### src/rtl/mac_pkg.sv
// Subsystem constants, byte entry and frame length payload types
package mac_pkg;

	// ----------------------------------------
	// Port and buffer sizing
	// ----------------------------------------

	// Number of transmit lanes
	localparam int NUM_PORTS = 4;
	// Destination tag width
	localparam int PORT_BITS = 2;
	// Lane byte buffer depth, also the starting credit count
	localparam int FIFO_DEPTH = 256;
	// Credit counter holds 0 to FIFO_DEPTH inclusive
	localparam int CREDIT_BITS = 9;
	// Frame length width, up to one full buffer
	localparam int LEN_BITS = 9;
	// Statistics counter width, counters wrap
	localparam int COUNT_BITS = 16;

	// ----------------------------------------
	// Ethernet framing
	// ----------------------------------------

	// Minimum bytes before the FCS
	localparam int MIN_PAYLOAD = 60;
	localparam int PREAMBLE_BYTES = 7;
	// 96 bit times at one byte per clock
	localparam int IPG_CYCLES = 12;
	localparam logic [7:0] PREAMBLE_BYTE = 8'h55;
	localparam logic [7:0] SFD_BYTE = 8'hD5;
	// Reflected CRC-32 polynomial, LSB first on the wire
	localparam logic [31:0] CRC_POLY = 32'hEDB8_8320;

	// Byte FIFO entry
	typedef struct packed {
		logic [7:0] data;
		logic       last;
	} byte_entry_t;

	// Token FIFO entry, one per buffered frame
	typedef logic [LEN_BITS-1:0] frame_len_t;

endpackage

### src/rtl/frame_dispatcher.sv
// Frame dispatcher steering input frames to lanes with per-lane credit tracking
`timescale 1ns/1ps

module frame_dispatcher
(
	input  logic                          clk,
	input  logic                          sresetn,
	input  logic [7:0]                    s_tdata,
	input  logic                          s_tlast,
	input  logic [mac_pkg::PORT_BITS-1:0] s_tdest,
	input  logic                          s_tvalid,
	output logic                          s_tready,
	output logic [7:0]                    lane_tdata,
	output logic                          lane_tlast,
	output logic [mac_pkg::NUM_PORTS-1:0] lane_push,
	input  logic [mac_pkg::NUM_PORTS-1:0] credit_return
);

	typedef logic [mac_pkg::CREDIT_BITS-1:0] credit_t;

	// Free buffer bytes per lane
	credit_t                       credit [mac_pkg::NUM_PORTS];

	// Destination latched on the first byte of a frame
	logic                          in_frame;
	logic [mac_pkg::PORT_BITS-1:0] dest_q;
	logic [mac_pkg::PORT_BITS-1:0] sel;

	// Held low for one cycle after reset releases
	logic                          ready_en;
	logic                          accept;

	assign sel      = in_frame ? dest_q : s_tdest;
	assign s_tready = ready_en && (credit[sel] != '0);
	assign accept   = s_tvalid && s_tready;

	// Data goes to all lanes, only the selected one pushes
	assign lane_tdata = s_tdata;
	assign lane_tlast = s_tlast;

	always_comb
	begin
		for (int i = 0; i < mac_pkg::NUM_PORTS; i++)
			lane_push[i] = accept && (int'(sel) == i);
	end

	always_ff @(posedge clk)
	begin
		if (!sresetn)
		begin
			ready_en <= 1'b0;
			in_frame <= 1'b0;
			dest_q   <= '0;
			for (int i = 0; i < mac_pkg::NUM_PORTS; i++)
				credit[i] <= credit_t'(mac_pkg::FIFO_DEPTH);
		end
		else
		begin
			ready_en <= 1'b1;
			if (accept)
			begin
				in_frame <= !s_tlast;
				dest_q   <= sel;
			end
			// Push and return in the same cycle cancel out
			for (int i = 0; i < mac_pkg::NUM_PORTS; i++)
				case ({lane_push[i], credit_return[i]})
					2'b10: credit[i] <= credit[i] - 1'b1;
					2'b01: credit[i] <= credit[i] + 1'b1;
					default: ;
				endcase
		end
	end

endmodule

### config.mk
export PLATFORM = sky130hd
export DESIGN_NAME = frame_dispatcher
export DESIGN_NICKNAME = d
export VERILOG_FILES = /design/src/rtl/mac_pkg.sv /design/src/rtl/frame_dispatcher.sv
export SDC_FILE = /design/constraint.sdc
export NUM_CORES = 1
export LEC_CHECK = 0
export BUFFER_PORTS_ARGS = -buffer_cell sky130_fd_sc_hd__clkbuf_2
export CAP_MARGIN = 20
export CELL_PAD_IN_SITES_DETAIL_PLACEMENT = 1
export CELL_PAD_IN_SITES_GLOBAL_PLACEMENT = 2
export CORE_UTILIZATION = 42
export CTS_BUF_LIST = sky130_fd_sc_hd__clkbuf_8
export CTS_CLUSTER_DIAMETER = 200
export DETAILED_ROUTE_END_ITERATION = 8
export PLACE_DENSITY_LB_ADDON = 0.1
export SETUP_SLACK_MARGIN = 0.3
export SYNTH_ARGS = -nofsm -noshare
export SYNTH_HDL_FRONTEND = slang
export SYNTH_SLANG_ARGS = --single-unit
### constraint.sdc
create_clock -name clk -period 6.4 [get_ports clk]
set_input_delay 1.28 -clock clk [delete_from_list [all_inputs] [get_ports clk]]
set_output_delay 1.28 -clock clk [all_outputs]
set_load 0.02 [all_outputs]
==> metrics, run 1 <==
status complete, no violations; synthesized flop and latch total 40; P_leak 1.30 nW; share of total power in sequential cells 43.9%; layout cells sized above 1 10.8%; full die area 0.00773 mm²; port buffer count 15; EDFF count, synth 36; post-CTS setup buffer count 0; First DRT Iteration DRCs 71; switching power share of the total 34.5%; row count 30; Pins Over Slew Limit 0; TNS Setup 0 ns; Synth area leaders edfxtp_1 35%, ha_1 9.3%, nor2_1 6.4%; hold slack 0.561 ns; Int Power 0.539 mW; CTS buffer count 5; syn_area_per_cell 9.54 µm²; Layout fillers 831; Req. time, crit path 6.45 ns; PD cells 251 mW/mm²; prevailing post-synth register cell edfxtp_1; first-pass iteration count of the detailed router 4; diode count 0; final hold violation count 0; placed insts 420; nature of the critical path startpoint input pin; unrepaired setup endpoints after global routing false; cell taking the most area after synthesis edfxtp_1; fin cells 428; Worst Path Max Fanout 12; CP arrival 4.90 ns; final period utilization 75.9%; global-route wire length before repair 11.6 mm; Post-Syn Nets 369; CTS tree done; Hold Path Class register to register; root buffer cell clkbuf_8; Clock Sink Count 40; worst reg-to-reg setup slack 2.07 ns; Cell Area, Synth 0.00310 mm²; cells after synthesis 325; # IOs 32; GP Congestion 0.790; H-tree levels 2; Die W 87.9 µm; post_cts resized 0; hold-fix buffers at CTS 0; final setup skew 0.00563 ns; via count of the first global-routing pass 2406; drt via density 5.52; sw power 0.284 mW; clock power share 21.8%; via count 2364; area of the multi-input gates 0.00177 mm²; Tmin final 4.86 ns; Max Clk Rate 0.206 GHz; Rel. slew slack 50.9%; Max-Cap Viols 0; HPWL after DPL 5.11 mm; Clk Latency, worst-skew pair 0.30 ns; Starting Density 44.7%; Total Wirelength 6.80 mm; clock-pin transition on the worst setup and hold timing paths 0.08 ns; most common cell after layout, fill and taps aside nor2_1; largest net degree at the start of global routing 23; yosys warns 0; CTS Buffer Depth 2; Final nets 375; GR Overflow Total 0; DR WL/cell 15.9 µm; DR DRC count 0; Total GRT Usage 19.6%; Die Y-Extent 87.9 µm; synth-to-layout area growth 5.61%; Tightest Pin Transition 0.735 ns; Yosys top cell area share 34.9%; synth unique cells 56; fraction of registers with async set/reset 0%; VDD IR max 0.0991 mV; crit path capture type register; WS Path Type input pin to register; initial antenna violation count 0; most frequent cells in the layout 53 x nor2_1, 36 x edfxtp_1, 23 x ha_1, 17 x inv_1; # setup viols final 0; Comb power frac 34.3%; post-synthesis sequential area ratio 37.4%; Final ANT Viol Nets 0; CORE AREA 0.00694 mm²; FF/Latch Area 0.00116 mm²
==> registers in the layout (all words and copies together), names as in the netlist <==
| register | flops |
|---|---|
| ready_en | 1 |
| credit | 36 |
| in_frame | 1 |
| dest_q | 2 |
==> cell usage after synthesis, types with 4 or more instances <==
cell,instances
edfxtp_1,36
buf_4,9
a21oi_1,10
mux2i_1,7
nor3_1,13
inv_1,15
and2_1,4
a31oi_1,5
nand2b_1,5
ha_1,23
dfxtp_1,4
nor2b_1,9
o41ai_1,5
nor4_1,4
and3_1,4
nor2_1,53
nand2_1,15
xor2_1,12
o21a_1,5
xnor2_1,7
o21ai_0,15
==> metrics by stage <==
step,setup WS (ns),total power [mW],instance area [µm²],util [%]
floorplan,2.07,0.594,3100,-
global placement,1.33,0.645,3190,45.9
detailed placement,1.24,0.652,3190,45.9
CTS,1.54,0.832,3280,47.2
global route,1.21,0.886,3280,47.2
finish,1.54,0.823,3280,47.2
==> area by class of cell <==
type	instances	share of cell area, %
Clock inverter	2	0.229
Inverter	15	1.72
Timing Repair Buffer	15	2.29
Sequential cell	40	35.4
Multi-Input combinational cell	254	54.1
Clock buffer	6	2.52
Tap cell	96	3.67
==> critical path, cell delays in order <==
cell and delay, ns:
clkbuf_2 0.14, and3b_1 0.17, a31oi_1 0.06, nor4_1 0.45
o31a_1 0.52, o21a_1 0.27, nand2_1 0.23, ha_1 0.39
nor2b_1 0.16, o21ai_0 0.25, a21oi_1 0.14, o41ai_1 0.39
xnor2_1 0.19, mux2i_1 0.09, nand2b_1 0.16
==> kinds of logic (layout without fill, tap and decap cells) <==
kind of cell    after synthesis  after routing  synth area share, %
flops                        40             40                 37.4
simple gates                129            129                 21.3
compound gates               71             71                 16.2
mux                           9              9                 3.15
fa+ha+maj                    26             26                 11.2
xor+xnor                     19             19                 5.37
buf+inv                      31             38                 5.41
==> power by group through the flow <==
| stage | combinational (mW) | sequential, mW | clock, mW |
|---|---|---|---|
| after floorplan | 0.239 | 0.354 | 0 |
| after global placement | 0.278 | 0.367 | 0 |
| after detailed placement | 0.285 | 0.368 | 0 |
| after CTS | 0.287 | 0.362 | 0.183 |
| after global routing | 0.326 | 0.367 | 0.193 |
| final | 0.283 | 0.361 | 0.179 |
==> worst paths after layout <==
| check | start | cells past startpoint | endpoint |
|---|---|---|---|
| setup / recovery | s_tdest[0] | 15 | credit[1][8] |
| setup reg to reg | credit[3][4] | 14 | credit[1][8] |
| hold reg to reg | dest_q[0] | 2 | dest_q[0] |
| hold / removal | dest_q[0] | 2 | dest_q[0] |
==> layer usage <==
| metal | up-vias | track usage [%] | wire (µm) |
|---|---|---|---|
| met2 | 22 | 33.5 | 3300 |
| li1 | 1205 | - | - |
| met4 | 0 | 5.81 | 82 |
| met1 | 1129 | 25.4 | 3280 |
| met5 | - | 0 | 0 |
| met3 | 8 | 3.49 | 137 |
Power figures use the tool's default switching activity.
==> inputs of run 2 (changes only) <==
--- a/config.mk
+++ b/config.mk
@@ -9,7 +9,7 @@
 export CAP_MARGIN = 20
 export CELL_PAD_IN_SITES_DETAIL_PLACEMENT = 1
 export CELL_PAD_IN_SITES_GLOBAL_PLACEMENT = 2
-export CORE_UTILIZATION = 42
+export CORE_UTILIZATION = 39
 export CTS_BUF_LIST = sky130_fd_sc_hd__clkbuf_8
 export CTS_CLUSTER_DIAMETER = 200
 export DETAILED_ROUTE_END_ITERATION = 8
==> constraint.sdc (replaced) <==
create_clock -name clk -period 4.9 [get_ports clk]
set_input_delay 0.98 -clock clk [delete_from_list [all_inputs] [get_ports clk]]
set_output_delay 0.98 -clock clk [all_outputs]
set_load 0.02 [all_outputs]
==> run 2 against run 1 <==
Register-to-register slack worse by 1.3 ns. Final cell count rose by 2.1%. Global-route usage fell by 1.7 points. Critical path type unchanged. Largest power group unchanged.
==> metrics, run 2 (synthesized netlist as in run 1, its figures left out) <==
GR Overflow Total 0 (unchanged); hold slack 0.556 ns (-0.00529 ns); Worst Path Max Fanout 8 (-4); Power, Total 1.07 mW (+30%); nature of the critical path startpoint input pin; DR WL/cell 16.2 µm (+1.8%); Pins Over Slew Limit 0 (unchanged); slowest stage cell on the critical path ha_1; CORE AREA 0.00773 mm² (+11%); PD cells 324 mW/mm² (+29%); Biggest register credit; first-pass iteration count of the detailed router 4 (unchanged); Hold Path Class register to register; P_leak 1.32 nW (+1.1%); drt via density 5.46 (-1.1%); Die Y-Extent 91.2 µm (+3.7%); Total GRT Usage 18.0% (-1.7 points); global-route wire length before repair 12.1 mm (+4.1%); hold-fix buffers at CTS 0 (unchanged); largest net degree at the start of global routing 23 (unchanged); fin cells 437 (+2.1%); port buffer count 15 (unchanged); CTS Buffer Depth 2 (unchanged); clock-pin transition on the worst setup and hold timing paths 0.08 ns (about the same); initial antenna violation count 0 (unchanged); via count 2388 (+1.0%); placed insts 429 (+2.1%); Largest register FFs 36 (unchanged); Req. time, crit path 4.93 ns (-1.52 ns); Rel. slew slack 48.5% (-2.4 points); diode count 0 (unchanged); final setup skew 0.00796 ns (+0.00233 ns); row count 32 (+6.7%); Tmin final 4.26 ns; Tightest Pin Transition 0.770 ns (+0.0356 ns); Max-Cap Viols 0 (unchanged); slowest cell delay on critical path 0.41 ns (-0.11 ns); GP Congestion 0.788 (-0.20%); Final nets 378 (+0.80%); final hold violation count 0 (unchanged); Clk Latency, worst-skew pair 0.29 ns (about the same); synth-to-layout area growth 6.78%; most frequent cells in the layout 53 x nor2_1, 36 x edfxtp_1, 23 x ha_1, 17 x inv_1; Max Clk Rate 0.235 GHz; Worst Path Buf+Inv 1 (unchanged); CTS buffer count 5 (unchanged); Largest regs credit (36), dest_q (2); unrepaired setup endpoints after global routing false; Total Wirelength 7.06 mm (+3.9%); Starting Density 40.1% (-4.5 points); First DRT Iteration DRCs 61 (-14%); full die area 0.00831 mm² (+7.5%); worst slack, placed 0.287 ns (-0.956 ns); DR DRC count 0 (unchanged); final period utilization 86.9%; HPWL after DPL 5.34 mm (+4.6%); WS Path Type input pin to register; dpl cell area 0.00322 mm² (+0.94%); Final ANT Viol Nets 0 (unchanged); via count of the first global-routing pass 2532 (+5.2%); # setup viols final 0 (unchanged); root buffer cell clkbuf_8; # IOs 32 (unchanged); worst-path cell chain clkbuf_2 -> nor3b_1 -> a31oi_1 -> nor4_2 -> o31a_1 -> o21a_1 -> nand2_1 -> ha_1 -> nor2b_1 -> o21ai_0 -> a21oi_1 -> o41ai_1 -> xnor2_1 -> mux2i_1 -> nand2b_1; CP top delay family compound AO/OA/AOI/OAI gates; VDD IR max 0.123 mV (+24%); Finished Core Util 42.9% (-4.3 points); fin worst setup slack 0.640 ns (-0.903 ns); layout cells sized above 1 11.9% (+1.1 points); TNS Setup 0 ns (unchanged); Clock Sink Count 40 (unchanged); H-tree levels 2 (unchanged); CP arrival 4.29 ns (-0.61 ns); post-route cell area 0.00331 mm² (+1.1%); CTS tree done; status complete, no violations; Die W 91.2 µm (+3.7%); crit path capture type register; most common cell after layout, fill and taps aside nor2_1
run 2: cell count changes in the layout (fill, tap and decap cells not counted):
cell | previous run | this run
nor4_1 | 4 | 3
buf_4 | 0 | 3
nor4_2 | 2 | 3
run 2: timing repair:
action                     in CTS  in global routing
buffers inserted                0                  0
resized for setup               0                  1
setup endpoints to repair       0                  2
run 2: worst min-delay path, delay by kind of cell (launching register included):
| kind | cells | cell delay (ns) |
|---|---|---|
| flops | 1 | 0.35 |
| compound gates | 2 | 0.17 |
run 2: path summary, 6_finish.rpt:
kind	endpoint	start	slack, ns	cells past startpoint
worst min register to register	dest_q[0]	dest_q[0]	0.56	2
worst min-delay path	dest_q[0]	dest_q[0]	0.56	2
worst max-delay path	credit[0][8]	s_tdest[1]	0.64	15
worst max register to register	credit[0][8]	in_frame	0.78	14
run 2: power by group:
| group | switching, mW | internal, mW | leakage, nW |
|---|---|---|---|
| registers | 0.0434 | 0.429 | 0.415 |
| logic | 0.206 | 0.165 | 0.848 |
| clock network | 0.119 | 0.111 | 0.0538 |
| total | 0.368 | 0.706 | 1.32 |
run 2: cell type report:
| type | instances | area, µm² |
|---|---|---|
| clock buffers | 6 | 82.6 |
| inverters | 15 | 56.3 |
| fillers | 907 | 4420 |
| multi-input cells | 254 | 1780 |
| repair buffers | 18 | 97.6 |
| flip-flops and latches | 40 | 1160 |
| well taps | 102 | 128 |
| clock inverters | 2 | 7.51 |
run 2: routing by layer:
metal  global-route usage [%]  routed length, µm  part of all wire (%)  up-vias
met5                        0                  0                     0        -
met3                     2.18                139                   2.0       14
met1                     23.6               3430                    49     1144
met4                     4.50                 95                   1.3        0
met2                     31.3               3400                    48       26
li1                         -                  -                     -     1204
