$ cat config.mk
export PLATFORM = sky130hd
export DESIGN_NAME = tx_lane
export DESIGN_NICKNAME = d
export VERILOG_FILES = /design/src/rtl/mac_pkg.sv /design/src/rtl/sync_fifo.sv /design/src/rtl/gmii_tx_mac.sv /design/src/rtl/tx_lane.sv
export SDC_FILE = /design/constraint.sdc
export NUM_CORES = 2
export LEC_CHECK = 0
export BUFFER_PORTS_ARGS = -buffer_cell sky130_fd_sc_hd__buf_2
export CAP_MARGIN = 10
export CORE_UTILIZATION = 45
export CTS_BUF_LIST = sky130_fd_sc_hd__clkbuf_8
export CTS_CLUSTER_SIZE = 40
export DETAILED_ROUTE_END_ITERATION = 8
export PLACE_DENSITY_LB_ADDON = 0.3
export RECOVER_POWER = 100
export SYNTH_ARGS = -nofsm -noshare
export SYNTH_HDL_FRONTEND = slang
export SYNTH_HIERARCHICAL = 1
export SYNTH_MEMORY_MAX_BITS = 65536
export SYNTH_SLANG_ARGS = --single-unit
$ cat constraint.sdc
create_clock -name clk -period 14 [get_ports clk]
set_input_delay 2.8 -clock clk [delete_from_list [all_inputs] [get_ports clk]]
set_output_delay 2.8 -clock clk [all_outputs]
set_load 0.05 [all_outputs]
$ cat src/rtl/mac_pkg.sv
// Subsystem constants, byte entry and frame length payload types
package mac_pkg;

	// ----------------------------------------
	// Port and buffer sizing
	// ----------------------------------------

	// Number of transmit lanes
	localparam int NUM_PORTS = 4;
	// Destination tag width
	localparam int PORT_BITS = 2;
	// Lane byte buffer depth, also the starting credit count
	localparam int FIFO_DEPTH = 256;
	// Credit counter holds 0 to FIFO_DEPTH inclusive
	localparam int CREDIT_BITS = 9;
	// Frame length width, up to one full buffer
	localparam int LEN_BITS = 9;
	// Statistics counter width, counters wrap
	localparam int COUNT_BITS = 16;

	// ----------------------------------------
	// Ethernet framing
	// ----------------------------------------

	// Minimum bytes before the FCS
	localparam int MIN_PAYLOAD = 60;
	localparam int PREAMBLE_BYTES = 7;
	// 96 bit times at one byte per clock
	localparam int IPG_CYCLES = 12;
	localparam logic [7:0] PREAMBLE_BYTE = 8'h55;
	localparam logic [7:0] SFD_BYTE = 8'hD5;
	// Reflected CRC-32 polynomial, LSB first on the wire
	localparam logic [31:0] CRC_POLY = 32'hEDB8_8320;

	// Byte FIFO entry
	typedef struct packed {
		logic [7:0] data;
		logic       last;
	} byte_entry_t;

	// Token FIFO entry, one per buffered frame
	typedef logic [LEN_BITS-1:0] frame_len_t;

endpackage

$ cat src/rtl/sync_fifo.sv
// Single-clock circular FIFO with type-parameterized payload
`timescale 1ns/1ps

module sync_fifo
#(
	parameter type payload_t = logic [7:0],
	parameter int  DEPTH = 16
)
(
	input  logic     clk,
	input  logic     sresetn,
	input  logic     push,
	input  payload_t wr_data,
	input  logic     pop,
	output payload_t rd_data,
	output logic     empty
);

	// Storage, no reset needed
	payload_t mem [DEPTH];

	logic [$clog2(DEPTH)-1:0]   wr_ptr;
	logic [$clog2(DEPTH)-1:0]   rd_ptr;
	// One extra bit so a full buffer is representable
	logic [$clog2(DEPTH+1)-1:0] count;

	always_ff @(posedge clk)
	begin
		if (push)
			mem[wr_ptr] <= wr_data;
	end

	always_ff @(posedge clk)
	begin
		if (!sresetn)
		begin
			wr_ptr <= '0;
			rd_ptr <= '0;
			count  <= '0;
		end
		else
		begin
			// Explicit wrap so non power of two depths also work
			if (push)
				wr_ptr <= (int'(wr_ptr) == DEPTH - 1) ? '0 : wr_ptr + 1'b1;
			if (pop)
				rd_ptr <= (int'(rd_ptr) == DEPTH - 1) ? '0 : rd_ptr + 1'b1;
			case ({push, pop})
				2'b10: count <= count + 1'b1;
				2'b01: count <= count - 1'b1;
				default: ;
			endcase
		end
	end

	// Show-ahead read, head entry visible the cycle after its push
	assign rd_data = mem[rd_ptr];
	assign empty   = (count == '0);

endmodule

$ cat src/rtl/gmii_tx_mac.sv
// GMII transmit FSM with preamble, SFD, pad, CRC-32 FCS and IPG
`timescale 1ns/1ps

module gmii_tx_mac
(
	input  logic       clk,
	input  logic       sresetn,
	// A whole frame is buffered when this is high
	input  logic       frame_ready,
	input  logic [7:0] byte_data,
	input  logic       byte_last,
	output logic       byte_pop,
	output logic [7:0] eth_txd,
	output logic       eth_txen,
	output logic       eth_txer,
	output logic       frame_end
);

	typedef enum logic [2:0]
	{
		ST_WAIT,
		ST_PREAMBLE,
		ST_SFD,
		ST_DATA,
		ST_PAD,
		ST_FCS,
		ST_IPG
	} state_t;

	state_t state;
	state_t next_state;

	// Shared counter, wide enough for a full buffer of payload
	logic [mac_pkg::LEN_BITS-1:0] ctr;

	// Running CRC and its complement as sent on the wire
	logic [31:0] crc;
	logic [31:0] fcs;

	// ----------------------------------------
	// CRC-32, one byte LSB first
	// ----------------------------------------

	function automatic logic [31:0] crc_step
	(
		input logic [31:0] crc_in,
		input logic [7:0]  data
	);
		logic [31:0] c;
		c = crc_in;
		for (int i = 0; i < 8; i++)
		begin
			// Shift out one bit, fold the polynomial in on a mismatch
			if (c[0] ^ data[i])
				c = (c >> 1) ^ mac_pkg::CRC_POLY;
			else
				c = c >> 1;
		end
		return c;
	endfunction

	assign fcs = ~crc;

	// No error injection
	assign eth_txer = 1'b0;

	// Every data cycle consumes one buffered byte
	assign byte_pop = (state == ST_DATA);

	// ----------------------------------------
	// Next state
	// ----------------------------------------

	always_comb
	begin
		next_state = state;
		case (state)
			ST_WAIT:
				if (frame_ready)
					next_state = ST_PREAMBLE;
			// Seven preamble bytes, counter starts at zero
			ST_PREAMBLE:
				if (int'(ctr) == mac_pkg::PREAMBLE_BYTES - 1)
					next_state = ST_SFD;
			ST_SFD:
				next_state = ST_DATA;
			// Last byte goes straight to FCS once the minimum is reached
			ST_DATA:
				if (byte_last)
				begin
					if (int'(ctr) >= mac_pkg::MIN_PAYLOAD - 1)
						next_state = ST_FCS;
					else
						next_state = ST_PAD;
				end
			// Counter carries on from data, so it still counts payload bytes
			ST_PAD:
				if (int'(ctr) == mac_pkg::MIN_PAYLOAD - 1)
					next_state = ST_FCS;
			ST_FCS:
				if (ctr[1:0] == 2'd3)
					next_state = ST_IPG;
			// Two more idle cycles come from wait and the output register
			ST_IPG:
				if (int'(ctr) == mac_pkg::IPG_CYCLES - 2)
					next_state = ST_WAIT;
			default:
				next_state = ST_WAIT;
		endcase
	end

	// ----------------------------------------
	// Control registers
	// ----------------------------------------

	always_ff @(posedge clk)
	begin
		if (!sresetn)
		begin
			state     <= ST_WAIT;
			ctr       <= '0;
			eth_txen  <= 1'b0;
			frame_end <= 1'b0;
		end
		else
		begin
			state <= next_state;
			// Restart on state change, except data into pad
			if (next_state != state && !(state == ST_DATA && next_state == ST_PAD))
				ctr <= '0;
			else
				ctr <= ctr + 1'b1;
			// Outputs lag the state by one register
			eth_txen <= (state inside {ST_PREAMBLE, ST_SFD, ST_DATA, ST_PAD, ST_FCS});
			// First IPG cycle is when the last FCS byte is on the wire
			frame_end <= (state == ST_IPG) && (ctr == '0);
		end
	end

	// ----------------------------------------
	// Wire data and CRC
	// ----------------------------------------

	always_ff @(posedge clk)
	begin
		case (state)
			ST_PREAMBLE:
				eth_txd <= mac_pkg::PREAMBLE_BYTE;
			ST_SFD:
				eth_txd <= mac_pkg::SFD_BYTE;
			ST_DATA:
			begin
				eth_txd <= byte_data;
				crc     <= crc_step(crc, byte_data);
			end
			// Pad bytes are zero and covered by the FCS
			ST_PAD:
			begin
				eth_txd <= 8'h00;
				crc     <= crc_step(crc, 8'h00);
			end
			// Low byte of the complemented CRC first
			ST_FCS:
				eth_txd <= fcs[{ctr[1:0], 3'b000} +: 8];
			// Idle, seed the CRC for the next frame
			default:
			begin
				eth_txd <= 8'h00;
				crc     <= '1;
			end
		endcase
	end

endmodule

$ cat src/rtl/tx_lane.sv
// Transmit lane with byte buffer, frame token buffer, MAC and completion report
`timescale 1ns/1ps

module tx_lane
(
	input  logic                clk,
	input  logic                sresetn,
	input  logic                push,
	input  logic [7:0]          push_data,
	input  logic                push_last,
	output logic                credit_return,
	output logic [7:0]          eth_txd,
	output logic                eth_txen,
	output logic                eth_txer,
	output logic                done,
	output mac_pkg::frame_len_t done_len
);

	mac_pkg::byte_entry_t byte_in;
	mac_pkg::byte_entry_t byte_out;
	logic                 byte_empty;
	logic                 byte_pop;

	mac_pkg::frame_len_t  len_count;
	mac_pkg::frame_len_t  token_in;
	mac_pkg::frame_len_t  token_out;
	logic                 token_push;
	logic                 token_pop;
	logic                 token_empty;

	// High between a frame's first and last byte leaving the buffer
	logic                 in_frame;
	logic                 frame_end;

	// ----------------------------------------
	// Write side
	// ----------------------------------------

	assign byte_in    = '{data: push_data, last: push_last};
	// Token carries the length including the byte being pushed now
	assign token_push = push && push_last;
	assign token_in   = len_count + 1'b1;

	always_ff @(posedge clk)
	begin
		if (!sresetn)
			len_count <= '0;
		else if (push)
			len_count <= push_last ? '0 : len_count + 1'b1;
	end

	sync_fifo #(
		.payload_t (mac_pkg::byte_entry_t),
		.DEPTH     (mac_pkg::FIFO_DEPTH)
	) u_byte_fifo (
		.clk     (clk),
		.sresetn (sresetn),
		.push    (push),
		.wr_data (byte_in),
		.pop     (byte_pop),
		.rd_data (byte_out),
		.empty   (byte_empty)
	);

	// One token per complete frame
	sync_fifo #(
		.payload_t (mac_pkg::frame_len_t),
		.DEPTH     (mac_pkg::FIFO_DEPTH)
	) u_token_fifo (
		.clk     (clk),
		.sresetn (sresetn),
		.push    (token_push),
		.wr_data (token_in),
		.pop     (token_pop),
		.rd_data (token_out),
		.empty   (token_empty)
	);

	// ----------------------------------------
	// Read side
	// ----------------------------------------

	// Token is retired on the frame's first byte
	assign token_pop = byte_pop && !in_frame;

	always_ff @(posedge clk)
	begin
		if (!sresetn)
			in_frame <= 1'b0;
		else if (byte_pop)
			in_frame <= !byte_out.last;
	end

	// Length held until the MAC finishes the FCS
	always_ff @(posedge clk)
	begin
		if (token_pop)
			done_len <= token_out;
	end

	gmii_tx_mac u_mac (
		.clk         (clk),
		.sresetn     (sresetn),
		.frame_ready (!token_empty && !byte_empty),
		.byte_data   (byte_out.data),
		.byte_last   (byte_out.last),
		.byte_pop    (byte_pop),
		.eth_txd     (eth_txd),
		.eth_txen    (eth_txen),
		.eth_txer    (eth_txer),
		.frame_end   (frame_end)
	);

	// Each consumed byte frees one buffer slot
	assign credit_return = byte_pop;
	assign done          = frame_end;

endmodule

==> flow_summary.yaml <==
status:
  status: "finished, violations left"
  violations: "max-capacitance violations, max-slew violations"
cts:
  cts_hold_buf: 0
  numCtsBuffers: 720
  htree_levels: 6
  ctsRootBufferMaster: "clkbuf_8"
  tritoncts: "built"
  clockBufferDepth: 4
  clkSinkCount: 4747
  clkTransAtPathRegs_ns: 0.06
  post-cts-setup-buffer-count: 0
  clk_latency_ns: 1.25
  post_cts_resized: 0
sta:
  hold_slack_ns: 0.508
  finClkSkew_ns: 0.0526
  tns_ns: 0
  max_slew_margin_pct: -520
  rsz0062_at_grt: "no"
  tightest_slew_ns: 9.30
  drv_slew: 4293
  setup_viol: 0
  fin_crit_ns: 9.94
  final_hold_viol_count: 0
  fmax_mhz: 101
  fin_crit_sh_pct: 71.0
cells_and_area:
  nFillCells: 32700
  final_area_um2: 204000
  regArea_um2: 142000
  finalNetCount: 9317
  utilization_pct: 49.7
  layout-drive-gt1-share_pct: 21.9
  area_growth_pct: 9.84
  multi_input_area_um2: 40500
  layout_commonest_cell: "edfxtp_1"
  layout_common_cells: "edfxtp_1, mux4_2, clkbuf_8, nor2_1, inv_1"
grt:
  grtUsageTotal_pct: 21.6
  grt_max_degree: 191
  antenna_found_initial: 19
  grt_pass1_wl_mm: 658
  first_global_vias: 93300
  grt-ovfl-total: 0
synthesis:
  syn-num-nets: 8943
  synth_flop_cell: "edfxtp_1"
  netlist.area_leader.share_pct: 75.3
  syn_area_per_cell_um2: 20.8
  synthDistinctLibCells: 92
  synth_edf_count: 4649
  synth_area_leader_cell: "edfxtp_1"
  synthesis.instances: 8909
  yosys_warnings: 6
  yosys_register_bits: 4747
  ys_async_sr_fraction_pct: 0
  syn_area_um2: 185000
  ys_seq_area_share_pct: 76.3
  synth_area_leaders: "edfxtp_1, mux4_2, nor2_1"
floorplanning:
  start_util_pct: 45.2
  die_width_um: 644
  core_um2: 410000
  io_pins: 33
  num_rows: 235
  die_h_um: 644
  dieArea_um2: 415000
critical_path:
  critPathMostFrequentCell: "clkbuf_1"
  endpoint_kind: "flop"
  crit_type: "in2reg"
  crit_buf_inv: 2
  cp_slowest_stage_delay_ns: 3.72
  start_kind: "primary input"
  cp_top_family: "buffers and inverters"
  cp_max_fo: 101
  cp.required_ns: 14.31
  critPathSlowestCell: "clkbuf_1"
  cp.arrival_ns: 10.25
  worstPathCellList: "clkbuf_1 > clkbuf_1"
detailed_routing:
  drtIter0Drc: 10900
  drtAntennaViolNets: 0
  first_pass_iters: 5
  num_vias: 92400
  wl_per_cell_um: 29.8
  drc: 0
  viasPerCell: 6.03
  wirelength_mm: 456
power:
  total_leakage_power_nw: 63.3
  ir_drop_uv: 91.8
  power_density_nw_per_um2: 131
  p_total_mw: 26.6
flow_run:
  maxCapViolations: 85
worst_hold_path:
  hold_class: "reg2reg"
placement:
  io_buffers: 31
  placed_area_um2: 191000
  place_congestion: 0.841
  dp_hpwl_mm: 268
-- power breakdown --
part,switching [mW],total [mW],leakage (nW),internal [mW]
registers,0.0117,15.6,44.9,15.6
clock network,5.38,10.7,7.83,5.31
logic,0.274,0.326,10.5,0.0519
total,5.66,26.6,63.3,20.9
-- flip-flops by register name, summed over array words and instances (netlist names), 8 cells and up, named ones only --
register / flops
u_byte_fifo/count: 9
u_mac/crc: 32
u_token_fifo/rd_ptr: 8
u_token_fifo/count: 9
u_mac/eth_txd: 8
u_token_fifo/mem: 2304
len_count: 9
u_mac/ctr: 9
done_len: 9
u_byte_fifo/rd_ptr: 8
u_byte_fifo/wr_ptr: 8
u_byte_fifo/mem: 2304
u_token_fifo/wr_ptr: 8
-- stage by stage --
step / std cells / setup WS [ns]
2_1_floorplan: 8909 / 4.17
3_3_place_gp: 14000 / 6.92
3_5_place_dp: 14000 / 6.93
4_1_cts: 15300 / 6.99
5_1_grt: 15300 / 3.45
6_report: 15300 / 4.06
-- kinds of logic (layout without fill, tap and decap cells) --
family,after synthesis,after routing,share of synthesized area [%]
flip-flops,4747,4747,76.3
multiplexers,1297,1297,14.4
AND/OR/NAND/NOR,1195,1195,2.87
AO/OA/AOI/OAI,918,918,3.53
buffers and inverters,570,1526,1.84
XOR/XNOR,159,159,0.841
adder cells (fa/ha/maj),22,22,0.148
other,1,6,0.00202
-- cell type report --
cell class	instances	area share [%]
multi-input combinational	3592	19.9
sequential	4747	69.5
inverter	24	0.0448
antenna	5	0.00614
clock buffer	742	5.01
tap	5451	3.35
clock inverter	562	1.57
timing repair buffer	198	0.629
-- synthesized netlist by cell type, drive strengths merged, types with 5 or more instances --
cell,n
edfxtp,4649
mux4,1096
nor2,653
buf,322
o22ai,290
clkbuf,224
nand2,198
mux2i,191
a22oi,130
xnor2,100
dfxtp,98
o21ai,92
a211oi,87
nand3,87
a21oi,67
a221oi,67
a22o,63
xor2,57
nor3,56
a31oi,43
nor2b,32
nor4,26
ha,22
or2,22
inv,21
or3,20
a211o,17
and2,15
and3,15
nand4,15
a31o,13
nand2b,12
mux2,10
o211a,7
nand4bb,6
o221a,6
or4b,6
o211ai,5
o21a,5
-- path summary, 6_finish.rpt --
kind	start	cells past startpoint	slack, ns	endpoint
worst max register to register	flop	13	4.14	u_mac/crc[23]$_DFFE_PN_
worst max-delay path	push_data[7]	2	4.06	u_byte_fifo/mem[134][8]$_DFFE_PP_
worst min-delay path	in_frame$_SDFFE_PN0P_	1	0.51	in_frame$_SDFFE_PN0P_
worst min register to register	in_frame$_SDFFE_PN0P_	1	0.51	in_frame$_SDFFE_PN0P_
-- per-layer routing --
| metal | GRT usage, % | wire [um] | vias to the layer above |
|---|---|---|---|
| met2 | 33.8 | 216000 | 4514 |
| met4 | 6.02 | 12600 | 6 |
| li1 | - | - | 38000 |
| met5 | 0 | 41 | - |
| met3 | 4.37 | 42500 | 755 |
| met1 | 31.0 | 185000 | 49200 |
Note: power is estimated with default switching activity, not from simulation.
