==> config.mk <==
export PLATFORM = sky130hd
export DESIGN_NAME = tx_stats
export DESIGN_NICKNAME = d
export VERILOG_FILES = /design/src/rtl/mac_pkg.sv /design/src/rtl/tx_stats.sv
export SDC_FILE = /design/constraint.sdc
export NUM_CORES = 1
export LEC_CHECK = 0
export ABC_AREA = 1
export BUFFER_PORTS_ARGS = -buffer_cell sky130_fd_sc_hd__buf_2
export CORE_UTILIZATION = 35
export DETAILED_ROUTE_END_ITERATION = 8
export PLACE_DENSITY_LB_ADDON = 0.2
export SETUP_SLACK_MARGIN = 0.15
export SLEW_MARGIN = 10
export SYNTH_ARGS = -nofsm -noshare
export SYNTH_HDL_FRONTEND = slang
export SYNTH_SLANG_ARGS = --single-unit
==> constraint.sdc <==
create_clock -name clk -period 1.55 [get_ports clk]
set_input_delay 0.155 -clock clk [delete_from_list [all_inputs] [get_ports clk]]
set_output_delay 0.155 -clock clk [all_outputs]
set_load 0.005 [all_outputs]
==> src/rtl/mac_pkg.sv <==
// Subsystem constants, byte entry and frame length payload types
package mac_pkg;

	// ----------------------------------------
	// Port and buffer sizing
	// ----------------------------------------

	// Number of transmit lanes
	localparam int NUM_PORTS = 4;
	// Destination tag width
	localparam int PORT_BITS = 2;
	// Lane byte buffer depth, also the starting credit count
	localparam int FIFO_DEPTH = 256;
	// Credit counter holds 0 to FIFO_DEPTH inclusive
	localparam int CREDIT_BITS = 9;
	// Frame length width, up to one full buffer
	localparam int LEN_BITS = 9;
	// Statistics counter width, counters wrap
	localparam int COUNT_BITS = 16;

	// ----------------------------------------
	// Ethernet framing
	// ----------------------------------------

	// Minimum bytes before the FCS
	localparam int MIN_PAYLOAD = 60;
	localparam int PREAMBLE_BYTES = 7;
	// 96 bit times at one byte per clock
	localparam int IPG_CYCLES = 12;
	localparam logic [7:0] PREAMBLE_BYTE = 8'h55;
	localparam logic [7:0] SFD_BYTE = 8'hD5;
	// Reflected CRC-32 polynomial, LSB first on the wire
	localparam logic [31:0] CRC_POLY = 32'hEDB8_8320;

	// Byte FIFO entry
	typedef struct packed {
		logic [7:0] data;
		logic       last;
	} byte_entry_t;

	// Token FIFO entry, one per buffered frame
	typedef logic [LEN_BITS-1:0] frame_len_t;

endpackage

==> src/rtl/tx_stats.sv <==
// Per-port frame and byte counters fed by lane completion reports
`timescale 1ns/1ps

module tx_stats
(
	input  logic                                                 clk,
	input  logic                                                 sresetn,
	input  logic [mac_pkg::NUM_PORTS-1:0]                        done,
	input  logic [mac_pkg::NUM_PORTS-1:0][mac_pkg::LEN_BITS-1:0] done_len,
	output logic [mac_pkg::NUM_PORTS-1:0][mac_pkg::COUNT_BITS-1:0] frame_count,
	output logic [mac_pkg::NUM_PORTS-1:0][mac_pkg::COUNT_BITS-1:0] byte_count
);

	typedef logic [mac_pkg::COUNT_BITS-1:0] count_t;

	always_ff @(posedge clk)
	begin
		if (!sresetn)
		begin
			frame_count <= '0;
			byte_count  <= '0;
		end
		else
		begin
			// Both counters wrap silently
			for (int i = 0; i < mac_pkg::NUM_PORTS; i++)
				if (done[i])
				begin
					frame_count[i] <= frame_count[i] + 1'b1;
					// Unpadded length, pad and FCS not counted
					byte_count[i]  <= byte_count[i] + count_t'(done_len[i]);
				end
		end
	end

endmodule

==> results.sh, run 1 <==
export IMPL_status="finished with violations"
export IMPL_violations="design-rule violations, negative setup slack"
export IMPL_dp_hpwl_mm=15.9
export IMPL_setup_worst_path_start_class="flop"
export IMPL_clock_skew_ns=0.00855
export IMPL_min_delay_path_class="primary input to flop"
export IMPL_synth_edf_count=0
export IMPL_grt_pass1_wl_mm=35.9
export IMPL_netlist_area_leader_share=0.324
export IMPL_fmax_ghz=0.643
export IMPL_grtUsageTotal=0.187
export IMPL_endpoint_kind="flop"
export IMPL_critPathRequiredTime_ns=1.86
export IMPL_synth_seq_area_share=0.324
export IMPL_io_buffer_count=169
export IMPL_drive_above_1_share=0.433
export IMPL_mappedNetlistNets=1308
export IMPL_antenna_found_initial=0
export IMPL_finalPower_w=0.0102
export IMPL_crit_type="flop to flop"
export IMPL_die_y_microns=152
export IMPL_maxSlewHeadroom=0.605
export IMPL_placed_area_sq_um=9510
export IMPL_start_util=0.360
export IMPL_area_delta_synth_final_pct=51.8
export IMPL_tightestPinTransition_ns=0.587
export IMPL_worstPathMaxFanout=2
export IMPL_drtAntennaViolNets=0
export IMPL_grt_max_degree=44
export IMPL_async_reset_ff_frac=0
export IMPL_fp_row_count=54
export IMPL_drc=11
export IMPL_syn_area_per_cell_sq_um=6.47
export IMPL_regToRegSetupSlack_ns=-0.006
export IMPL_grt_pass1_vias=7560
export IMPL_nNetsFinal=1559
export IMPL_preCtsSetupSlack_ns=-0.0262
export IMPL_fin_setup_tns_ns=-0.0114
export IMPL_holdWs_ns=0.0999
export IMPL_clock_sinks=128
export IMPL_drv_slew=0
export IMPL_yosys_top_cells_area="dfxtp_1 32%, nand2_1 15%, nor2_1 8.8%"
export IMPL_root_buffer="clkbuf_16"
export IMPL_finalCriticalPeriod_ns=1.56
export IMPL_num_antenna_cells=0
export IMPL_cts_tree="done"
export IMPL_avgViaCountPerCell=4.77
export IMPL_synthFlopType="dfxtp_1"
export IMPL_ys_ff_latch=128
export IMPL_die_area_sq_um=23200
export IMPL_power_density_nw_per_um2=848
export IMPL_die_x_microns=152
export IMPL_hold_viol=0
export IMPL_yosysTopAreaCell="dfxtp_1"
export IMPL_via_count=8432
export IMPL_htreeDepth=4
export IMPL_rsz0062_at_grt="yes"
export IMPL_routedWlPerCell_microns=13.1
export IMPL_core_area_sq_um=22000
export IMPL_cts_buffer_depth=2
export IMPL_io_pins=170
export IMPL_max_vdd_ir_drop_mv=0.613
export IMPL_first_pass_iters=9
export IMPL_fin_crit_sh=1.00
export IMPL_setup_ws_ns=-0.00593
export IMPL_setup_viol=2
export IMPL_cap_violations=0
export IMPL_ys_types=40
export IMPL_clock_latency_ns=0.41
export IMPL_cts_buffers=17
export IMPL_routed_wl_mm=23.1
export IMPL_cts_clk_slew_worst_paths_ns=0.06
export IMPL_critPathArrivalTime_ns=1.86
export IMPL_dr_first_iter_drc_count=265
export IMPL_hold_buffers=0
export IMPL_postSynthCellCount=1222
export IMPL_ys_warn_count=0
export IMPL_final_area_sq_um=12000
export IMPL_syn_cell_area_sq_um=7900
export IMPL_leakagePower_nw=5.81
export IMPL_place_gp_congestion=0.840
export IMPL_grt_overflow_total=0
-- cell families (layout without fill, tap and decap cells) --
logic type      count (synthesis)  after routing  share of synthesized area
compound gates                145            145                      0.101
xor+xnor                       14             14                     0.0155
fa+ha+maj                      44             44                     0.0735
buf+inv                       202            466                     0.0999
flops                         128            128                      0.324
simple gates                  689            689                      0.386
-- cell type report --
type	count	area (sq um)
multi-input combinational	892	6190
clock buffer	18	439
fill	2044	9960
inverter	176	663
timing repair buffer	258	1580
clock inverter	14	134
tap	280	350
sequential	128	2640
-- worst max-delay path, stage by stage, from the launching register on --
cell and delay (ns):
dfxtp_2 0.33, ha_4 0.16, fa_2 0.37, buf_6 0.14, buf_6 0.11, xor2_2 0.14
o21ai_1 0.15, inv_1 0.06
-- state kept, by name, summed over array words and instances (netlist names) --
| signal | cells |
|---|---|
| byte_count | 64 |
| frame_count | 64 |
-- final timing paths --
path                                        end  cells after the start            start
worst max-delay path             byte_count[34]                      7   byte_count[32]
worst min-delay path             byte_count[32]                      4     done_len[18]
worst max register to register   byte_count[34]                      7   byte_count[32]
worst min register to register  frame_count[54]                      1  frame_count[54]
-- through the flow --
step | utilization | instances
finish | 0.546 | 1766
global route | 0.546 | 1766
CTS | 0.492 | 1742
detailed placement | 0.433 | 1701
global placement | 0.433 | 1701
floorplan | - | 1222
-- cells in the final DEF, fill, tap and decap left out, types with 41 or more instances in the layout --
cell       n
nand2_1  231
buf_2    169
nor2_1   162
inv_1    155
dfxtp_1   80
buf_4     72
nand2_2   62
nand3_2   57
nand3_1   51
a21oi_1   50
dfxtp_2   41
-- metal layers --
layer,up-vias,wire (microns),global-route usage
li1,4405,-,-
met1,3850,10600,0.238
met2,156,11300,0.325
met3,21,972,0.0327
met4,0,227,0.0471
met5,-,0,0
-- synth_stat cells (3+ instances only) --
| library cell | n |
|---|---|
| buf_6 | 3 |
| fa_1 | 4 |
| xnor2_1 | 4 |
| buf_1 | 3 |
| nor2_2 | 4 |
| o211ai_1 | 4 |
| nor3_1 | 16 |
| nor3_4 | 4 |
| inv_1 | 167 |
| ha_1 | 40 |
| nor2_1 | 186 |
| nor4_1 | 6 |
| inv_2 | 7 |
| dfxtp_1 | 128 |
| nand3_1 | 127 |
| nand2_4 | 3 |
| a211oi_1 | 4 |
| xor2_1 | 10 |
| a21oi_1 | 74 |
| nand2_2 | 5 |
| clkbuf_1 | 17 |
| nor2_4 | 5 |
| nand3_2 | 7 |
| o21ai_0 | 41 |
| nand4_1 | 11 |
| a31oi_1 | 4 |
| nand2_1 | 307 |
| o21a_1 | 4 |
| a21boi_0 | 4 |
| a21o_1 | 10 |
-- where the power goes --
group          switching, W  total (W)  leakage, nW  internal (W)
sequential         0.000163    0.00361         1.06       0.00344
combinational       0.00141    0.00261         4.48       0.00119
clock               0.00168    0.00396        0.271       0.00228
-- timing repair --
action                                 in CTS  in global routing
pin swaps                                  40                110
buffers inserted                            9                 24
gates resized for setup                   123                272
setup endpoints to repair                  60                 80
endpoints found under the hold margin       0                  0
No activity file was read; power rests on OpenSTA's default activity.
==> run 2: changes to the inputs <==
--- a/config.mk
+++ b/config.mk
@@ -7,7 +7,7 @@
 export LEC_CHECK = 0
 export ABC_AREA = 1
 export BUFFER_PORTS_ARGS = -buffer_cell sky130_fd_sc_hd__buf_2
-export CORE_UTILIZATION = 35
+export CORE_UTILIZATION = 56
 export DETAILED_ROUTE_END_ITERATION = 8
 export PLACE_DENSITY_LB_ADDON = 0.2
 export SETUP_SLACK_MARGIN = 0.15
==> constraint.sdc (replaced) <==
create_clock -name clk -period 1.7 [get_ports clk]
set_input_delay 0.17 -clock clk [delete_from_list [all_inputs] [get_ports clk]]
set_output_delay 0.17 -clock clk [all_outputs]
set_load 0.005 [all_outputs]
==> results.sh, run 2 (synthesis gave the netlist of run 1 again) <==
export IMPL_clock_latency_ns=0.42
export IMPL_endpoint_kind="flop"
export IMPL_nNetsFinal=1498
export IMPL_sw_frac_of_total=0.297
export IMPL_worst_path_most_repeated_cell="nand2_1"
export IMPL_place_gp_congestion=0.877
export IMPL_hold_viol=0
export IMPL_pwr_share_seq=0.359
export IMPL_grt_max_degree=45
export IMPL_start_util=0.572
export IMPL_status="finished, final reports clean"
export IMPL_root_buffer="clkbuf_16"
export IMPL_pwr_share_clk=0.438
export IMPL_avgViaCountPerCell=5.38
export IMPL_grt_pass1_vias=7575
export IMPL_grtUsageTotal=0.283
export IMPL_htreeDepth=4
export IMPL_dr_first_iter_drc_count=535
export IMPL_final_util=0.763
export IMPL_critPathRequiredTime_ns=2.02
export IMPL_drtAntennaViolNets=0
export IMPL_core_area_sq_um=13800
export IMPL_cpPeakStageDelay_ns=0.36
export IMPL_final_common_cell="nand2_1"
export IMPL_first_pass_iters=5
export IMPL_grt_overflow_total=0
export IMPL_drc=0
export IMPL_drive_above_1_share=0.290
export IMPL_top_regs="byte_count (64), frame_count (64)"
export IMPL_drv_slew=0
export IMPL_worstPathMaxFanout=4
export IMPL_clock_sinks=128
export IMPL_num_antenna_cells=0
export IMPL_hold_buffers=0
export IMPL_fin_crit_sh=0.936
export IMPL_via_count=8633
export IMPL_grt_pass1_wl_mm=33.5
export IMPL_finalCriticalPeriod_ns=1.59
export IMPL_final_cell_mix="290 x nand2_1, 174 x nor2_1, 169 x buf_2"
export IMPL_tightestPinTransition_ns=0.508
export IMPL_dp_cells=1562
export IMPL_routedWlPerCell_microns=13.8
export IMPL_slowest_stage="fa_2"
export IMPL_crit_type="flop to flop"
export IMPL_regToRegSetupSlack_ns=0.11
export IMPL_rsz0062_at_grt="yes"
export IMPL_antenna_found_initial=0
export IMPL_final_area_sq_um=10600
export IMPL_cts_buffer_depth=2
export IMPL_cts_clk_slew_worst_paths_ns=0.06
export IMPL_crit_path_cell_trace="ha_4 -> fa_2 -> nand3_2 -> nand3_4 -> nand2_1 -> a21o_1 -> nand3_1 -> nand2_1 -> inv_1"
export IMPL_combPwrFrac=0.203
export IMPL_holdWs_ns=0.0766
export IMPL_leakagePower_nw=5.29
export IMPL_dp_hpwl_mm=14.2
export IMPL_fin_setup_tns_ns=0
export IMPL_setup_viol=0
export IMPL_die_area_sq_um=14600
export IMPL_max_vdd_ir_drop_mv=0.629
export IMPL_maxSlewHeadroom=0.658
export IMPL_cts_tree="done"
export IMPL_cts_buffers=17
export IMPL_fill_cells=1027
export IMPL_setup_worst_path_start_class="flop"
export IMPL_routed_wl_mm=22.1
export IMPL_area_delta_synth_final_pct=33.5
export IMPL_fp_row_count=43
export IMPL_min_delay_path_class="primary input to flop"
export IMPL_clock_skew_ns=0.00613
export IMPL_power_density_nw_per_um2=870
export IMPL_io_buffer_count=169
export IMPL_placed_area_sq_um=8980
export IMPL_fmax_ghz=0.629
export IMPL_post_layout_nonfiller_instances=1605
export IMPL_critPathArrivalTime_ns=1.91
export IMPL_cap_violations=0
export IMPL_p_sw_w=0.00273
export IMPL_die_x_microns=121
export IMPL_die_y_microns=121
export IMPL_io_pins=170
export IMPL_p_int_w=0.00645
run 2: cell count changes in the layout (fill, tap and decap cells not counted), moves of 14 or more:
cell and change:
a21oi_2 -14, nand3_1 +37, nand2_4 -19, buf_4 -45, buf_6 -16, a21oi_1 +14, dfxtp_1 +22, nor2_4 -15
nand3_2 -19, nand2_2 -40, dfxtp_2 -16, nand3_4 -18, nand2_1 +59
run 2: path summary, 6_finish.rpt:
| kind | cells past startpoint | end | startpoint |
|---|---|---|---|
| max | 9 | byte_count[6] | byte_count[0] |
| min | 2 | frame_count[32] | done[2] |
| max reg2reg | 9 | byte_count[6] | byte_count[0] |
| min reg2reg | 1 | frame_count[0] | frame_count[0] |
run 2: per-stage QoR:
stage	power, W	setup slack [ns]
after CTS	0.00884	0.112
after detailed placement	0.00475	0.0194
after global placement	0.00472	0.0585
final	0.00918	0.109
after floorplan	0.00432	0.0968
after global routing	0.00957	0.0324
run 2: routing by layer:
layer,GRT usage,part of all wire,up-vias
met5,0,0,-
met4,0.100,0.020,0
li1,-,-,4305
met1,0.358,0.43,3945
met2,0.481,0.49,332
met3,0.0500,0.061,51
run 2: critical path: cells and delay by family, from the launching register on:
kind	cells	cell delay [ns]
compound gates	1	0.10
fa+ha+maj	2	0.52
buf+inv	1	0.04
flops	1	0.34
simple gates	5	0.47
run 2: cell type report:
type,instances,area [sq um],area share
Clock inverter,14,205,0.0194
Inverter,176,663,0.0629
Clock buffer,18,439,0.0416
Tap cell,180,225,0.0213
Timing Repair Buffer,197,1060,0.100
Sequential cell,128,2600,0.246
Multi-Input combinational cell,892,5360,0.508
run 2: power groups by stage:
stage                     logic (W)  registers [W]  clock network, W
after floorplan             0.00102        0.00330                 0
after global placement      0.00142        0.00330                 0
after detailed placement    0.00145        0.00330                 0
after CTS                   0.00154        0.00324           0.00406
after global routing        0.00207        0.00331           0.00420
final                       0.00186        0.00329           0.00402
run 2: what timing repair did:
action                                  in CTS  in global routing
gates resized for setup                     44                135
buffers inserted                             6                  5
cloned                                       0                  0
pin swaps                                    7                 28
endpoints found under the setup margin      26                 63
==> run 3: changes to the inputs <==
--- a/config.mk
+++ b/config.mk
@@ -7,6 +7,7 @@
 export LEC_CHECK = 0
 export ABC_AREA = 1
 export BUFFER_PORTS_ARGS = -buffer_cell sky130_fd_sc_hd__buf_2
+export CAP_MARGIN = 20
 export CORE_UTILIZATION = 56
 export DETAILED_ROUTE_END_ITERATION = 8
 export PLACE_DENSITY_LB_ADDON = 0.2
==> constraint.sdc (replaced) <==
create_clock -name clk -period 1.8 [get_ports clk]
set_input_delay 0.18 -clock clk [delete_from_list [all_inputs] [get_ports clk]]
set_output_delay 0.18 -clock clk [all_outputs]
set_load 0.005 [all_outputs]
==> results.sh, run 3 (synthesis gave the netlist of run 1 again) <==
export IMPL_max_vdd_ir_drop_mv=0.577
export IMPL_worst_path_stages=9
export IMPL_critPathBufInv=1
export IMPL_grt_pass1_wl_mm=32.6
export IMPL_worstPathMaxFanout=4
export IMPL_fmax_ghz=0.620
export IMPL_cts_buffer_depth=2
export IMPL_clock_sinks=128
export IMPL_use_met1=0.350
export IMPL_root_buffer="clkbuf_16"
export IMPL_hold_buffers=0
export IMPL_fin_setup_tns_ns=0
export IMPL_fin_crit_sh=0.897
export IMPL_drive_above_1_share=0.246
export IMPL_final_common_cell="nand2_1"
export IMPL_tightestPinTransition_ns=0.449
export IMPL_antenna_found_initial=0
export IMPL_dp_hpwl_mm=14.3
export IMPL_nNetsFinal=1486
export IMPL_hold_viol=0
export IMPL_critPathRequiredTime_ns=2.11
export IMPL_cpPeakStageDelay_ns=0.35
export IMPL_drtAntennaViolNets=0
export IMPL_worst_path_most_repeated_cell="nand2_1"
export IMPL_fp_row_count=43
export IMPL_final_cell_mix="294 x nand2_1, 179 x nor2_1, 169 x buf_2"
export IMPL_die_area_sq_um=14600
export IMPL_crit_path_cell_trace="ha_1 -> nand2_1 -> inv_1 -> nand2_1 -> nand2_1 -> nand2_1 -> nand3_2 -> a21oi_1 -> nor2_1"
export IMPL_via_count=8313
export IMPL_slowest_stage="ha_1"
export IMPL_finalPower_w=0.00822
export IMPL_routedWlPerCell_microns=12.6
export IMPL_area_delta_synth_final_pct=27.0
export IMPL_die_y_microns=121
export IMPL_fill_cells=1173
export IMPL_core_area_sq_um=13800
export IMPL_power_density_nw_per_um2=819
export IMPL_htreeDepth=4
export IMPL_setup_ws_ns=0.186
export IMPL_die_x_microns=121
export IMPL_avgViaCountPerCell=5.22
export IMPL_top_usage_layer="met2"
export IMPL_cts_buffers=17
export IMPL_rr_worst_depth=9
export IMPL_cts_clk_slew_worst_paths_ns=0.06
export IMPL_io_buffer_count=169
export IMPL_grt_max_degree=45
export IMPL_post_layout_nonfiller_instances=1593
export IMPL_crit_type="flop to flop"
export IMPL_grt_overflow_total=0
export IMPL_grtUsageTotal=0.275
export IMPL_hold_depth=3
export IMPL_setup_viol=0
export IMPL_min_delay_path_class="primary input to flop"
export IMPL_finalCriticalPeriod_ns=1.61
export IMPL_status="finished, final reports clean"
export IMPL_start_util=0.572
export IMPL_grt_util_met3=0.0557
export IMPL_routed_wl_mm=20.1
export IMPL_path_delay_family="simple AND/OR/NAND/NOR gates"
export IMPL_leakagePower_nw=5.15
export IMPL_clock_skew_ns=0.00686
export IMPL_maxSlewHeadroom=0.701
export IMPL_clock_latency_ns=0.42
export IMPL_drv_slew=0
export IMPL_setup_worst_path_start_class="flop"
export IMPL_top_regs="byte_count (64), frame_count (64)"
export IMPL_drc=0
export IMPL_rsz0062_at_grt="yes"
export IMPL_dp_cells=1556
export IMPL_cap_violations=0
export IMPL_dr_first_iter_drc_count=463
export IMPL_met2_usage=0.460
export IMPL_num_antenna_cells=0
export IMPL_place_gp_congestion=0.911
export IMPL_first_pass_iters=4
export IMPL_endpoint_kind="flop"
export IMPL_grt_pass1_vias=7348
export IMPL_io_pins=170
export IMPL_critPathArrivalTime_ns=1.93
export IMPL_preCtsSetupSlack_ns=0.0214
export IMPL_cts_tree="done"
==> run 3: cell types whose count changed in the layout (fill, tap and decap cells not counted), moves of 4 or more <==
cell | previous run | this run
ha_2 | 0 | 11
dfxtp_2 | 25 | 6
nand3_2 | 38 | 30
nand2_2 | 22 | 18
ha_4 | 34 | 13
nand3_1 | 88 | 100
nor2_2 | 15 | 11
buf_4 | 27 | 16
ha_1 | 6 | 16
nand2_1 | 290 | 294
nor2_1 | 174 | 179
nand3_4 | 9 | 5
dfxtp_1 | 102 | 122
==> run 3: area by class of cell <==
class | count | area (sq um) | area share
multi-input combinational | 892 | 5000 | 0.498
timing repair buffer | 185 | 966 | 0.0962
tap | 180 | 225 | 0.0224
inverter | 176 | 663 | 0.0661
clock buffer | 20 | 457 | 0.0455
clock inverter | 12 | 155 | 0.0155
sequential | 128 | 2570 | 0.256
==> run 3: power by group <==
group	internal (W)	total (W)	switching, W
clock	0.00226	0.00357	0.00131
combinational	0.000636	0.00156	0.000926
sequential	0.00295	0.00308	0.000132
==> run 3: routing by layer <==
| metal | wire length (microns) | part of all wire |
|---|---|---|
| met5 | 0 | 0 |
| met4 | 331 | 0.016 |
| met3 | 1160 | 0.058 |
| met2 | 9700 | 0.48 |
| met1 | 8950 | 0.44 |
==> run 3: metrics by stage <==
step | util | hold slack (ns) | instance area, sq um
floorplan | - | 0.399 | 7910
global placement | 0.646 | 0.467 | 8930
detailed placement | 0.646 | 0.486 | 8930
CTS | 0.694 | 0.0901 | 9590
global route | 0.726 | 0.132 | 10000
finish | 0.726 | 0.103 | 10000
==> run 3: path summary, 6_finish.rpt <==
| kind | from | slack, ns | endpoint |
|---|---|---|---|
| max reg2reg | byte_count[20] | 0.19 | byte_count[30] |
| min | done[0] | 0.10 | frame_count[2] |
| min reg2reg | frame_count[24] | 0.50 | frame_count[24] |
| max | byte_count[20] | 0.19 | byte_count[30] |
==> run 3: tightest hold or removal path: cells and delay by family <==
family          cells  cell delay (ns)
buf+inv             1             0.14
simple gates        1             0.09
compound gates      1             0.08
==> run 3: repair_timing <==
item,4_1_cts,5_1_grt
setup buffers,1,4
pin swaps,1,10
endpoints found under the setup margin,16,44
gates resized for setup,10,93
